===== src/rtl/cache_pkg.sv =====
`default_nettype none

package cache_pkg;

    // line geometry
    localparam int OFFSET_W       = 4;
    localparam int WORDS_PER_LINE = 4;
    localparam int NUM_WAYS       = 2;
    localparam int WORD_W         = 32;
    localparam int LINE_W         = 128;

    // main controller states
    typedef enum logic [2:0] {
        IDLE,
        LOOKUP,
        WRITEBACK,
        REPLACE,
        REFILL
    } cache_state_e;

    // write buffer states
    typedef enum logic {
        WB_IDLE,
        WB_WRITE
    } wb_state_e;

    typedef enum logic {
        OP_READ,
        OP_WRITE
    } cache_op_e;

endpackage

`default_nettype wire


===== src/rtl/cache_ctrl.sv =====
`default_nettype none

module cache_ctrl #(
    parameter int INDEX_W = 8,
    localparam int TAG_W = 32 - INDEX_W - cache_pkg::OFFSET_W
) (
    input  logic                            clk,
    input  logic                            resetn,
    input  logic                            valid,
    input  logic                            op,
    input  logic [INDEX_W-1:0]              index,
    input  logic [TAG_W-1:0]                tag,
    input  logic [cache_pkg::OFFSET_W-1:0]  offset,
    input  logic [cache_pkg::WORD_W/8-1:0]  wstrb,
    input  logic [cache_pkg::WORD_W-1:0]    wdata,
    input  logic                            rd_rdy,
    input  logic                            ret_valid,
    input  logic                            ret_last,
    input  logic [cache_pkg::WORD_W-1:0]    ret_data,
    input  logic                            wr_rdy,
    input  logic                            hit,
    input  logic                            hit_way,
    input  logic                            victim_way,
    input  logic                            victim_dirty,
    input  logic [TAG_W-1:0]                victim_tag,
    input  logic [cache_pkg::WORD_W-1:0]    hit_word,
    input  logic [cache_pkg::LINE_W-1:0]    victim_line,
    input  logic                            wb_busy,
    output logic                            addr_ok,
    output logic                            data_ok,
    output logic [cache_pkg::WORD_W-1:0]    rdata,
    output logic                            rd_req,
    output logic [31:0]                     rd_addr,
    output logic                            wr_req,
    output logic [31:0]                     wr_addr,
    output logic [cache_pkg::LINE_W-1:0]    wr_data,
    output logic [INDEX_W-1:0]              lookup_index,
    output logic                            fill_valid,
    output logic                            fill_way,
    output logic [TAG_W-1:0]                fill_tag,
    output logic [1:0]                      beat,
    output logic                            dirty_set,
    output logic                            lru_touch,
    output logic                            access_way,
    output logic                            wb_start,
    output logic [1:0]                      wb_bank,
    output logic [cache_pkg::WORD_W/8-1:0]  wb_wstrb,
    output logic [cache_pkg::WORD_W-1:0]    wb_wdata
);

    cache_pkg::cache_state_e state, state_nxt;
    cache_pkg::cache_op_e    buff_op;

    logic [INDEX_W-1:0]             buff_index;
    logic [TAG_W-1:0]               buff_tag;
    logic [1:0]                     buff_word;
    logic [cache_pkg::WORD_W/8-1:0] buff_wstrb;
    logic [cache_pkg::WORD_W-1:0]   buff_wdata;
    logic [cache_pkg::WORD_W-1:0]   refill_word;
    logic                           way_q;
    logic                           resp_q;
    logic                           accept;
    logic                           lookup_hit;
    logic                           store_hit;
    logic                           last_beat;

    assign lookup_hit = (state == cache_pkg::LOOKUP) && hit;
    assign store_hit  = lookup_hit && (buff_op == cache_pkg::OP_WRITE);
    assign last_beat  = (state == cache_pkg::REFILL) && ret_valid && ret_last;

    // stall while a store is still on its way into the banks
    assign addr_ok = ((state == cache_pkg::IDLE) || lookup_hit) && !store_hit && !wb_busy;
    assign accept  = valid && addr_ok;

    always_comb
    begin
        state_nxt = state;
        case (state)
            cache_pkg::IDLE:
                if (accept)
                    state_nxt = cache_pkg::LOOKUP;
            cache_pkg::LOOKUP:
                if (hit)
                    state_nxt = accept ? cache_pkg::LOOKUP : cache_pkg::IDLE;
                else
                    state_nxt = victim_dirty ? cache_pkg::WRITEBACK : cache_pkg::REPLACE;
            cache_pkg::WRITEBACK:
                if (wr_rdy)
                    state_nxt = cache_pkg::REPLACE;
            cache_pkg::REPLACE:
                if (rd_rdy)
                    state_nxt = cache_pkg::REFILL;
            cache_pkg::REFILL:
                if (ret_valid && ret_last)
                    state_nxt = cache_pkg::IDLE;
            default:
                state_nxt = cache_pkg::IDLE;
        endcase
    end

    always_ff @(posedge clk)
    begin
        if (!resetn)
        begin
            state  <= cache_pkg::IDLE;
            beat   <= 2'd0;
            way_q  <= 1'b0;
            resp_q <= 1'b0;
        end
        else
        begin
            state  <= state_nxt;
            resp_q <= last_beat;
            if (state == cache_pkg::LOOKUP && !hit)
                way_q <= victim_way;
            if (fill_valid)
                beat <= ret_last ? 2'd0 : beat + 2'd1;
        end
    end

    // request buffer and the word picked out of the refill
    always_ff @(posedge clk)
    begin
        if (accept)
        begin
            buff_op    <= cache_pkg::cache_op_e'(op);
            buff_index <= index;
            buff_tag   <= tag;
            buff_word  <= offset[cache_pkg::OFFSET_W-1:2];
            buff_wstrb <= wstrb;
            buff_wdata <= wdata;
        end
        if (fill_valid && beat == buff_word)
            refill_word <= ret_data;
    end

    assign lookup_index = accept ? index : buff_index;

    assign data_ok = lookup_hit || resp_q;
    assign rdata   = resp_q ? refill_word : hit_word;

    assign rd_req  = (state == cache_pkg::REPLACE);
    assign rd_addr = {buff_tag, buff_index, {cache_pkg::OFFSET_W{1'b0}}};
    assign wr_req  = (state == cache_pkg::WRITEBACK) && wr_rdy;
    assign wr_addr = {victim_tag, buff_index, {cache_pkg::OFFSET_W{1'b0}}};
    assign wr_data = victim_line;

    assign fill_valid = (state == cache_pkg::REFILL) && ret_valid;
    assign fill_way   = way_q;
    assign fill_tag   = buff_tag;
    assign dirty_set  = store_hit || (fill_valid && buff_op == cache_pkg::OP_WRITE);
    assign lru_touch  = lookup_hit || fill_valid;
    assign access_way = (state == cache_pkg::LOOKUP) ? hit_way : way_q;

    // store hits, and the store that caused a refill, go to the write buffer
    assign wb_start = store_hit || (last_beat && buff_op == cache_pkg::OP_WRITE);
    assign wb_bank  = buff_word;
    assign wb_wstrb = buff_wstrb;
    assign wb_wdata = buff_wdata;

    // beats outside a refill would be lost
    a_beats_in_refill : assert property (@(posedge clk) disable iff (!resetn)
        ret_valid |-> (state == cache_pkg::REFILL));

endmodule

`default_nettype wire


===== config.mk =====
export PLATFORM = sky130hd
export DESIGN_NAME = cache_ctrl
export DESIGN_NICKNAME = d
export VERILOG_FILES = /design/src/rtl/cache_pkg.sv /design/src/rtl/cache_ctrl.sv
export SDC_FILE = /design/constraint.sdc
export NUM_CORES = 1
export LEC_CHECK = 0
export BUFFER_PORTS_ARGS = -buffer_cell sky130_fd_sc_hd__buf_2
export CAP_MARGIN = 20
export CORE_AREA = 4 4 227 229
export CTS_BUF_LIST = sky130_fd_sc_hd__clkbuf_16
export CTS_CLUSTER_DIAMETER = 80
export DETAILED_ROUTE_END_ITERATION = 12
export DIE_AREA = 0 0 231 233
export REMOVE_ABC_BUFFERS = 1
export SLEW_MARGIN = 30
export SYNTH_ARGS = -nofsm -noshare
export SYNTH_HDL_FRONTEND = slang
export SYNTH_SLANG_ARGS = --single-unit

===== constraint.sdc =====
create_clock -name clk -period 11.03 [get_ports clk]
set_input_delay 1.103 -clock clk [delete_from_list [all_inputs] [get_ports clk]]
set_output_delay 1.103 -clock clk [all_outputs]
set_load 0.005 [all_outputs]

==> flow_results.org <==
** Die
- The floorplan step defined a core boundary enclosing 49660 sq um.
- Die width :: 231 um
- Placement Rows :: 82
- Initial core utilization :: 10.55%
- From bottom edge to top edge, the die measures 233 um.
- Area enclosed by the die boundary :: 53820 sq um
- Number of I/O pins :: 595

** Power
- Seq pwr share :: 50.4%
- Clk network pwr share :: 38.1%
- Cell Int Power :: 694.5 uW
- Power Total :: 931.1 uW
- Total power per unit cell area :: 143.9 nW/um^2
- The analysis attributes to cell leakage a power of 2.539 nW.
- Highest ir drop seen on vdd :: 62.50 uV
- Net switching is 25.41% of the power.
- The share of total power dissipated in combinational logic is 11.5%.
- For this design the total switching power over the nets is 236.6 uW.

** Timing
- Of the available clock period, the critical path in the final layout requires 34.91%.
- Final-report max-slew violation count :: 0
- Hold violation total from the final report :: 0
- Across all setup checks in the final design, the least slack found is 7179 ps.
- Worst Clk Skew :: 11.04 ps
- Final TNS setup :: 0 ps
- Final worst path period need :: 3851 ps
- Final setup violation count :: 0
- Unrepaired setup endpoints after global routing :: false
- Headroom to the max-slew limit came out at 42.72%.
- At the pin with the least slew margin, the transition time is 859.1 ps.
- Based on the critical path, the design can be clocked at up to 0.2597 GHz.

** Synthesis
- Flops & latches, synth :: 106
- The synthesized design contains 91 enable-type register cells.
- Synthesis produced 385 cells.
- After Yosys synthesis, XOR and XNOR cells account for 0.3342% of the synthesized area.
- After synthesis, the largest area contributor takes up 52.14% of total cell area.
- sky130_fd_sc_hd__edfxtp_1 takes more of the synthesized area than any other cell.
- Sequential fraction of the synthesis area :: 57.87%
- After Yosys synthesis, full adders, half adders and majority gates account for 0% of the synthesized area.
- The most used flip-flop cell after synthesis is sky130_fd_sc_hd__edfxtp_1.
- Post-Synthesis Cell Area :: 5241 sq um
- Count of synthesis-stage warnings from yosys :: 0
- In the post-synthesis netlist, the biggest area contributors are sky130_fd_sc_hd__edfxtp_1 52%, sky130_fd_sc_hd__buf_4 26%, sky130_fd_sc_hd__mux2_2 8.8%.
- After synthesis, the largest family of logic cells by area is buffers and inverters.
- The synthesized netlist devotes 1.862% of its cell area to compound gates.
- Ys async rst share :: 0%
- Area fraction in and, or, nand and nor cells after synthesis :: 3.748%
- Post-synthesis area per instance :: 13.61 sq um
- Share of cell area taken by muxes after synthesis :: 9.191%
- Count of cell types in the netlist :: 35

** GRT
- The via count of the first global-routing pass came to 3391.
- GRT Residual Overflow :: 0
- Entering global routing, the biggest net connects 37 pins.
- The first global-routing pass estimated 52.73 mm of wire.
- Initial antenna violation count :: 15
- Overall track demand over capacity in global routing :: 16.61%

** Clock tree
- Clock buffer count from CTS :: 9
- Max Root-Sink Buffers :: 2
- Skew-Pair Late Insertion Delay :: 390 ps
- TritonCTS clock tree :: done
- CTS clock-pin slew for the worst setup and hold paths :: 80 ps
- Post-CTS Hold Buffers :: 0
- The H-tree was split into 3 levels.
- Post-cts repair resize count :: 0
- The root buffer cell chosen for the clock tree is sky130_fd_sc_hd__clkbuf_16.
- Post-CTS setup repair buffer count :: 0
- Counting every sink on the clock net gives 106.

** Critical path
- Critical R2R Capture :: fill_tag[17]
- Data arrives at the worst endpoint at 2750 ps.
- The worst setup path is of the in2out kind.
- Measured in cells, the most critical reg-to-reg path has a length of 4.
- Reg2Reg Setup Slack :: 8660 ps
- In this run the critical register-to-register path is launched from buff_op.
- STA classifies the critical path endpoint as an output port.
- Crit path launch type :: input pin
- Critical path required time :: 9930 ps
- Crit path max fanout :: 32

** Run status
- Run status :: completed

** Cells and area
- Most common library cell in the layout ignoring fill and taps :: sky130_fd_sc_hd__buf_2
- # nets final :: 795
- In the layout the commonest cells are 288 x sky130_fd_sc_hd__buf_2, 91 x sky130_fd_sc_hd__edfxtp_1, 41 x sky130_fd_sc_hd__mux2_2.
- The area growth from synthesis to layout is 23.47%.
- Filler cell count :: 5629
- Of the cells placed in the final design, the portion with a size suffix greater than 1 is 69.43%.

** Worst hold path
- Worst Hold Depth :: 2
- Hold endpoint :: fill_way
- Hold Startpoint :: fill_way
- Tightest Hold Check Type :: reg2reg

** Route
- Via density :: 2.999
- Count of vias placed by the detailed router :: 3545
- DRT Pass-1 Iters :: 4
- The count of nets left with antenna violations once routing finished came out at 0.
- Avg WL per Cell :: 39.21 um
- Count of unresolved DRC violations after routing :: 0
- Total length of routed wires :: 46.34 mm
- 1st-iter DRT viols :: 192

** Placement
- The wire-length estimate of the detail-placed layout is 42.33 mm.
- Routability congestion estimate :: 0.8373
- Port buffering added 288 buffers.
- Placement-stage worst setup slack :: 7111 ps

** Flow run
- The tool flagged a number of max-cap violations equal to 0.
-- state kept, by name, summed over array words and instances, names as in the netlist --
signal       flops
beat             2
buff_op          1
fill_way         1
wb_wstrb         4
buff_index       8
resp_q           1
fill_tag        20
wb_bank          2
state            3
wb_wdata        32
refill_word     32
-- power by group through the flow --
stage               Combinational (mW)  Sequential (mW)  Clock, mW
floorplan                       0.0282            0.481          0
global placement                 0.109            0.477          0
detailed placement               0.111            0.478          0
CTS                              0.110            0.469      0.376
global route                     0.118            0.472      0.389
finish                           0.108            0.469      0.355
-- synth_stat cells (all sizes together) (2+ instances only) --
master   number
a2111oi       2
a21oi         3
buf         184
clkbuf        7
dfxtp        15
edfxtp       91
mux2         41
mux2i         2
nand2         4
nand2b        3
nand3         2
nand3b        3
nor2          3
nor2b         3
nor3b         3
xnor2         2
-- cell type report --
| cell class | count | area, sq um | share of cell area, % |
|---|---|---|---|
| diodes | 3 | 7.507 | 0.1160 |
| clock buffers | 9 | 225.2 | 3.480 |
| clock inverters | 7 | 78.83 | 1.218 |
| inverters | 1 | 3.754 | 0.05800 |
| multi-input cells | 94 | 824.5 | 12.74 |
| flip-flops and latches | 106 | 3034 | 46.89 |
| well taps | 672 | 840.8 | 12.99 |
| repair buffers | 290 | 1456 | 22.51 |
-- metal layers --
metal	up-vias	wire (um)	part of all wire, %	track usage, %
li1	1377	-	-	-
met1	1527	10900	24	10.83
met2	559	18450	40	23.16
met3	50	16230	35	28.42
met4	32	326	0.70	2.462
met5	-	437	0.94	3.217
-- critical path, stage by stage --
cell and delay [ps]:
sky130_fd_sc_hd__buf_2 110, sky130_fd_sc_hd__nand2b_1 190, sky130_fd_sc_hd__a2111oi_4 330, sky130_fd_sc_hd__buf_4 430, sky130_fd_sc_hd__mux2_2 400, sky130_fd_sc_hd__buf_2 150
-- cell families after synthesis --
| kind of cell | count (synthesis) |
|---|---|
| other cells | 1 |
| buf+inv | 192 |
| compound gates | 11 |
| xor+xnor | 2 |
| mux | 43 |
| simple gates | 30 |
| flops | 106 |
-- per-stage QoR --
stage | std cells | area [sq um] | hold slack, ps | util (%)
CTS | 1179 | 6464 | 493.2 | 13.02
floorplan | 201 | 3860 | 462.1 | -
global route | 1179 | 6464 | 560.6 | 13.02
detailed placement | 1163 | 6160 | 481.4 | 12.40
finish | 1182 | 6471 | 486.5 | 13.03
global placement | 1163 | 6160 | 476.1 | 12.40
-- worst max-delay path by stage --
stage | depth (start not counted) | endpoint | startpoint
2_1_floorplan | 3 | lookup_index[0] | wb_busy
3_3_place_gp | 6 | lookup_index[5] | wb_busy
3_5_place_dp | 6 | lookup_index[5] | wb_busy
4_1_cts | 6 | lookup_index[5] | wb_busy
5_1_grt | 6 | lookup_index[5] | wb_busy
6_report | 6 | lookup_index[5] | wb_busy
Power figures use the tool's default switching activity.
