$ cat src/rtl/cache_pkg.sv
`default_nettype none

package cache_pkg;

    // line geometry
    localparam int OFFSET_W       = 4;
    localparam int WORDS_PER_LINE = 4;
    localparam int NUM_WAYS       = 2;
    localparam int WORD_W         = 32;
    localparam int LINE_W         = 128;

    // main controller states
    typedef enum logic [2:0] {
        IDLE,
        LOOKUP,
        WRITEBACK,
        REPLACE,
        REFILL
    } cache_state_e;

    // write buffer states
    typedef enum logic {
        WB_IDLE,
        WB_WRITE
    } wb_state_e;

    typedef enum logic {
        OP_READ,
        OP_WRITE
    } cache_op_e;

endpackage

`default_nettype wire

$ cat src/rtl/cache_write_buffer.sv
`default_nettype none

module cache_write_buffer (
    input  logic                           clk,
    input  logic                           resetn,
    input  logic                           wb_start,
    input  logic                           way,
    input  logic [1:0]                     wb_bank,
    input  logic [cache_pkg::WORD_W/8-1:0] wb_wstrb,
    input  logic [cache_pkg::WORD_W-1:0]   wb_wdata,
    output logic                           wb_busy,
    output logic                           wb_we,
    output logic                           wb_way,
    output logic [1:0]                     wb_bank_q,
    output logic [cache_pkg::WORD_W/8-1:0] wb_wstrb_q,
    output logic [cache_pkg::WORD_W-1:0]   wb_wdata_q
);

    cache_pkg::wb_state_e state;

    always_ff @(posedge clk)
    begin
        if (!resetn)
            state <= cache_pkg::WB_IDLE;
        else
        begin
            case (state)
                cache_pkg::WB_IDLE:
                    if (wb_start)
                        state <= cache_pkg::WB_WRITE;
                // back to back stores keep it writing
                cache_pkg::WB_WRITE:
                    if (!wb_start)
                        state <= cache_pkg::WB_IDLE;
                default:
                    state <= cache_pkg::WB_IDLE;
            endcase
        end
    end

    always_ff @(posedge clk)
    begin
        if (wb_start)
        begin
            wb_way     <= way;
            wb_bank_q  <= wb_bank;
            wb_wstrb_q <= wb_wstrb;
            wb_wdata_q <= wb_wdata;
        end
    end

    assign wb_we   = (state == cache_pkg::WB_WRITE);
    assign wb_busy = wb_we;

    // a new store never targets the bank still being committed
    a_no_same_bank_start : assert property (@(posedge clk) disable iff (!resetn)
        (wb_start && wb_we) |-> (wb_bank != wb_bank_q));

endmodule

`default_nettype wire

$ cat config.mk
export PLATFORM = sky130hd
export DESIGN_NAME = cache_write_buffer
export DESIGN_NICKNAME = d
export VERILOG_FILES = /design/src/rtl/cache_pkg.sv /design/src/rtl/cache_write_buffer.sv
export SDC_FILE = /design/constraint.sdc
export NUM_CORES = 1
export LEC_CHECK = 0
export BUFFER_PORTS_ARGS = -buffer_cell sky130_fd_sc_hd__buf_2
export CAP_MARGIN = 40
export CELL_PAD_IN_SITES_DETAIL_PLACEMENT = 1
export CELL_PAD_IN_SITES_GLOBAL_PLACEMENT = 2
export CORE_MARGIN = 4
export CORE_UTILIZATION = 26
export DETAILED_ROUTE_END_ITERATION = 12
export GPL_ROUTABILITY_DRIVEN = 0
export GPL_TIMING_DRIVEN = 0
export PLACE_DENSITY_LB_ADDON = 0.1
export REMOVE_ABC_BUFFERS = 1
export SLEW_MARGIN = 20
export SYNTH_ARGS = -nofsm -noshare
export SYNTH_HDL_FRONTEND = slang
export SYNTH_SLANG_ARGS = --single-unit
$ cat constraint.sdc
create_clock -name clk -period 0.8 [get_ports clk]
set_input_delay 0.12 -clock clk [delete_from_list [all_inputs] [get_ports clk]]
set_output_delay 0.12 -clock clk [all_outputs]
set_load 0.01 [all_outputs]
==> impl_results.md, run 1 <==
- Outcome: complete, but fails checks
- Failing checks: setup timing
- Global-route wire length before repair: 4491 um
- Total power: 0.004215 W
- Most frequent cells in the layout: buf_2, edfxtp_1, dlygate4sd3_1
- Least-Margin Pin Slew: around 0.49 ns
- VDD IR max: 0.9436 mV
- Hold Crit Class: input pin to register
- Fraction of layout cells with a size suffix above 1: 0.5828
- Power share of the combinational group: 0.111
- CP Class: register to primary output
- Peak Freq: 1058 MHz
- Sequential power share: 0.598
- Critical hold path startpoint: wb_wdata[18]
- RSZ-0062 raised after global routing: yes
- Clk slew on worst S/H paths: 0.07 ns
- M3 GR Usage: 0.05437
- Core ar.: 4414 um^2
- Remaining Overflow, GRT: 0
- M2 GR Usage: 0.1618
- Sequential area share after synthesis: 0.9886
- Xor and xnor area share after synthesis: 0
- Post-Route Setup TNS: -4.311 ns
- CP endpoint kind: primary output
- Area grow syn2layout: 63.45%
- Power share of the clock group: 0.291
- Syn Inst Count: 42
- Number of global-route vias before repair: approximately 860
- First drt pass iteration count: 3
- Initial antenna violation count: 0
- DRC Markers: 0
- Simple-gate share of the synthesized area: 0.005192
- Internal power: 0.003332 W
- WP data required: 0.68 ns
- Core Rows: 24
- Total GRT Usage: 0.09715
- Synthesized area: 1205 um^2
- Setup Fix Bufs, Post-CTS: 0
- Vias per inst: 4.020
- Adder-cell area share of the yosys netlist: 0
- Clk sinks: 40
- Post-route setup slack: -0.1452 ns
- Nets: 192
- Worst EP arrival: 0.83 ns
- Final setup viols: roughly 40
- Hold Path Stages: 1
- Antenna fix cells: 0
- Fin crit period: around 0.95 ns
- Io pins: 83
- Die area: 5787 um^2
- Global routing usage on met1: 0.1063
- Number of DRC markers in iteration 0: between 70 and 80
- Grt peak-use layer: met2
- Synth unique cells: 4
- # port buffers: 82
- Worst path cell trace: buf_2
- Delay-heaviest family, CP: flip-flops
- Die Width: around 76 um
- Startpoint type of the worst setup path: register
- CTS Buf Count: 5
- CTS tree: yes
- Max-slew violations: 0
- Routed Wire Length: around 2900 um
- CP Depth: 1
- Beginning of the critical path: wb_wstrb_q[0]$_DFFE_PP_
- Largest net degree at the start of global routing: 41
- Commonest non-fill, non-tap cell in the layout: buf_2
- Htree depth: 2
- Relative slew margins: 0.6700
- DR WL/cell: 14.19 um
- Post-DRT Antenna Nets: 0
- Max incr delay on CP: roughly 0.38 ns
- Yosys reg bits: 40
- Placed Cells: 175
- Initial core utilization: 0.2730
- Critical path's slowest cell: edfxtp_1
- CTS max path bufs: 2
- Main combinational cell family by area after synthesis: buffers and inverters
- P_sw: 0.0008829 W
- Post-synthesis compound-gate area fraction: 0
- Period utilization: 1.182
- Die height: between 70 and 80 um
- Mux share of post-synthesis cell area: 0
- Leakage power: 0.8442 nW
- Root Buffer: clkbuf_8
- Non-Filler Instances: just over 200
- Final Hold Viols: 0
- Syn avg cell area: 28.69 um^2
- Via count: 816
- Switching part of the total power: 0.2095
- Buf/Inv on CP: 1
- Crit-path max FO: 1
- Power per cell area: 2140 nW/um^2
- Max-cap viol count: 0
- Yosys warns: 0
cells by family after synthesis:
group,Yosys count
flops,40
simple gates,1
buf+inv,1
power by group through the flow:
| stage | Clock (W) | Combinational [W] | Sequential [W] |
|---|---|---|---|
| after floorplan | 0 | 0.00000160 | 0.00266 |
| after CTS | 0.00129 | 0.000454 | 0.00252 |
| final | 0.00123 | 0.000467 | 0.00252 |
| after global routing | 0.00139 | 0.000507 | 0.00253 |
| after detailed placement | 0 | 0.000393 | 0.00257 |
| after global placement | 0 | 0.000387 | 0.00256 |
final cells by class:
class                           count  area, um^2
Clock buffer                        7       76.32
Clock inverter                      1       3.754
Fill cell                         456        2445
Multi-Input combinational cell      1       6.256
Sequential cell                    40        1192
Tap cell                           52       65.06
Timing Repair Buffer              102       625.6
path summary, 6_finish.rpt:
check                                       to  slack, ns
worst max-delay path             wb_wstrb_q[0]      -0.15
worst min-delay path  wb_wdata_q[18]$_DFFE_PP_       0.01
flip-flops by register name (all words and copies together) (netlist names):
register / count
wb_busy: 1
wb_wdata_q: 32
wb_way: 1
wb_wstrb_q: 4
wb_bank_q: 2
per-layer routing:
layer  share of wire  wire (um)
met5               0          0
met4           0.011         32
met3            0.12        343
met2            0.53       1532
met1            0.34        973
Yosys cell counts:
master / n / share of area
and2_1: 1 / 0.0052
buf_4: 1 / 0.0062
dfxtp_1: 1 / 0.017
edfxtp_1: 39 / 0.97
through the flow:
step | hold slack [ns] | instance area [um^2] | util | setup slack, ns
2_1_floorplan | 0.2189 | 1197 | - | 0.2849
3_5_place_dp | 0.2987 | 1673 | 0.3790 | -0.4084
6_report | 0.01258 | 1969 | 0.4461 | -0.1452
3_3_place_gp | 0.2972 | 1673 | 0.3790 | -0.3757
4_1_cts | 0.0008898 | 1909 | 0.4325 | -0.1596
5_1_grt | 0.0008590 | 1969 | 0.4461 | -0.2008
what timing repair did:
action                     in CTS  in global routing
setup endpoints to repair      81                 41
pin swaps                       0                  0
hold buffers                   14                  6
hold endpoints to repair       14                  6
resized for setup               4                  0
Note: power is estimated with default switching activity, not from simulation.
==> run 2: changes to the inputs <==
--- a/config.mk
+++ b/config.mk
@@ -5,7 +5,7 @@
 export SDC_FILE = /design/constraint.sdc
 export NUM_CORES = 1
 export LEC_CHECK = 0
-export BUFFER_PORTS_ARGS = -buffer_cell sky130_fd_sc_hd__buf_2
+export BUFFER_PORTS_ARGS = -buffer_cell sky130_fd_sc_hd__clkbuf_2
 export CAP_MARGIN = 40
 export CELL_PAD_IN_SITES_DETAIL_PLACEMENT = 1
 export CELL_PAD_IN_SITES_GLOBAL_PLACEMENT = 2
==> run 2 against run 1 <==
  * The flow still finishes with violations (setup timing)
  * Sequential power is essentially flat
  * Sequential share of layout area shrank 1.7 points
  * Non-clock buffer count grew 4
  * Global-route usage grew 0.17 points
  * Combinational power grew 5.1%
  * Critical path depth is the same
  * Via count grew 0.61%
  * Hold slack gained 0.0042 ns
  * Design area grew 2.9%
  * Power grew 0.59%
  * Die area is the same
  * Critical endpoint is now wb_wdata_q[27]
==> impl_results.md, run 2 (synthesized netlist as in run 1, its figures left out) <==
- Outcome: complete, but fails checks
- Failing checks: setup timing
- Total power: 0.004240 W (+0.59%)
- Reg with most FFs: wb_wdata_q
- Setup Fix Bufs, Post-CTS: 0 (unchanged)
- Fin crit period: 0.9298 ns (-0.01539 ns)
- CTS max path bufs: 2 (unchanged)
- Area grow syn2layout: 68.22%
- Hold Crit Class: input pin to register
- CP endpoint kind: primary output
- Total GRT Usage: 0.09883 (+0.001674)
- Place WS: -0.3140 ns (+0.09438 ns)
- Crit-path max FO: 1 (unchanged)
- Final setup viols: 41 (unchanged)
- Post-route setup slack: -0.1298 ns (+0.01539 ns)
- Placed cell areas: 1700 um^2 (+1.6%)
- Delay-heaviest family, CP: flip-flops
- First drt pass iteration count: 4 (+1)
- Antenna fix cells: 0 (unchanged)
- Leakage power: 0.8861 nW (+5.0%)
- Htree depth: 2 (unchanged)
- # port buffers: 82 (unchanged)
- Commonest non-fill, non-tap cell in the layout: clkbuf_2
- CTS Buf Count: 5 (unchanged)
- Io pins: 83 (unchanged)
- Final Core Density: 0.4592 (+0.01304)
- Die area: 5787 um^2 (unchanged)
- Crit path to: wb_wdata_q[27]
- Number of DRC markers in iteration 0: 46 (-36%)
- Design Area, Final: 2027 um^2 (+2.9%)
- Largest net degree at the start of global routing: 22 (-46%)
- DRC Markers: 0 (unchanged)
- Max-cap viol count: 0 (unchanged)
- Max incr delay on CP: 0.39 ns (about the same)
- Core ar.: 4414 um^2 (unchanged)
- Root Buffer: clkbuf_8
- Initial core utilization: 0.2730 (unchanged)
- Vias per inst: 3.966 (-1.3%)
- Initial antenna violation count: 0 (unchanged)
- Global-route wire length before repair: 4519 um (+0.62%)
- CTS tree: yes
- Least-Margin Pin Slew: 0.3147 ns (-0.1802 ns)
- Startpoint type of the worst setup path: register
- Clk sinks: 40 (unchanged)
- VDD IR max: 0.9464 mV (+0.30%)
- RSZ-0062 raised after global routing: yes
- Number of global-route vias before repair: 908 (+5.5%)
- Post-DRT Antenna Nets: 0 (unchanged)
- Critical path's slowest cell: edfxtp_1
- Peak Freq: 1075 MHz (+1.7%)
- Routed Wire Length: 2794 um (-3.0%)
- Top flop regs: wb_wdata_q: 32 flops, wb_wstrb_q: 4 flops, wb_bank_q: 2 flops
- Placed Cells: 176 (+0.57%)
- CP Depth: 1 (unchanged)
- Worst EP arrival: 0.81 ns (-0.02 ns)
- Core Rows: 24 (unchanged)
- Die height: 76.08 um (unchanged)
- Relative slew margins: 0.7902 (+0.1201)
- CP Class: register to primary output
- Max-slew violations: 0 (unchanged)
- Non-Filler Instances: 207 (+2.0%)
- Largest register FFs: 32 (unchanged)
- Clk slew on worst S/H paths: 0.07 ns (about the same)
- Via count: 821 (+0.61%)
- Fraction of layout cells with a size suffix above 1: 0.5742 (-0.008588)
- Final Hold Viols: 0 (unchanged)
- Buf/Inv on CP: 1 (unchanged)
- Most frequent cells in the layout: clkbuf_2, edfxtp_1, dlygate4sd3_1
- Die Width: 76.08 um (unchanged)
- Worst path cell trace: clkbuf_2
- Beginning of the critical path: wb_wdata_q[27]$_DFFE_PP_
- Nets: 196 (+2.1%)
- Period utilization: 1.162 (-0.01924)
- Power per cell area: 2092 nW/um^2 (-2.3%)
- Filler cells: 458 (+0.44%)
- WP data required: 0.68 ns (about the same)
- DR WL/cell: 13.50 um (-4.9%)
- Remaining Overflow, GRT: 0 (unchanged)
## run 2: worst min path at each step
stage,slack (ns),end,cells past startpoint,from
global placement,0.30,wb_wdata_q[11]$_DFFE_PP_,1,wb_wdata[11]
CTS,0.0006,wb_wdata_q[8]$_DFFE_PP_,1,wb_wdata[8]
global route,0.001,wb_wdata_q[14]$_DFFE_PP_,1,wb_wdata[14]
detailed placement,0.30,wb_wdata_q[19]$_DFFE_PP_,1,wb_wdata[19]
finish,0.02,wb_wdata_q[16]$_DFFE_PP_,1,wb_wdata[16]
floorplan,0.22,wb_bank_q[0]$_DFFE_PP_,0,wb_bank[0]
## run 2: layer usage
layer  track usage  vias up  part of all wire
met3       0.06028        2              0.12
li1              -      389                 -
met2        0.1592       55              0.52
met4       0.02622        0            0.0025
met5             0        -                 0
met1        0.1098      375              0.35
## run 2: repair_timing
action	CTS	global route
resized for setup	2	6
endpoints found under the hold margin	12	11
endpoints found under the setup margin	61	41
hold buffers	12	11
## run 2: layout make-up
type,instances,area [um^2],area share
timing repair buffer,106,683.2,0.3370
clock inverter,1,3.754,0.001852
clock buffer,7,76.32,0.03765
sequential,40,1192,0.5883
tap,52,65.06,0.03210
multi-input combinational,1,6.256,0.003086
## run 2: stage by stage
stage	hold WS, ns	TNS (ns)
final	0.01681	-3.998
after global placement	0.2979	-17.53
after CTS	0.0006445	-4.896
after floorplan	0.2189	0
after detailed placement	0.2992	-9.237
after global routing	0.001385	-5.969
## run 2: where the power goes
part / total [W] / internal [W] / switching [W]
registers: 0.00252 / 0.00248 / 0.0000441
logic: 0.000491 / 0.000265 / 0.000226
clock network: 0.00122 / 0.000606 / 0.000617
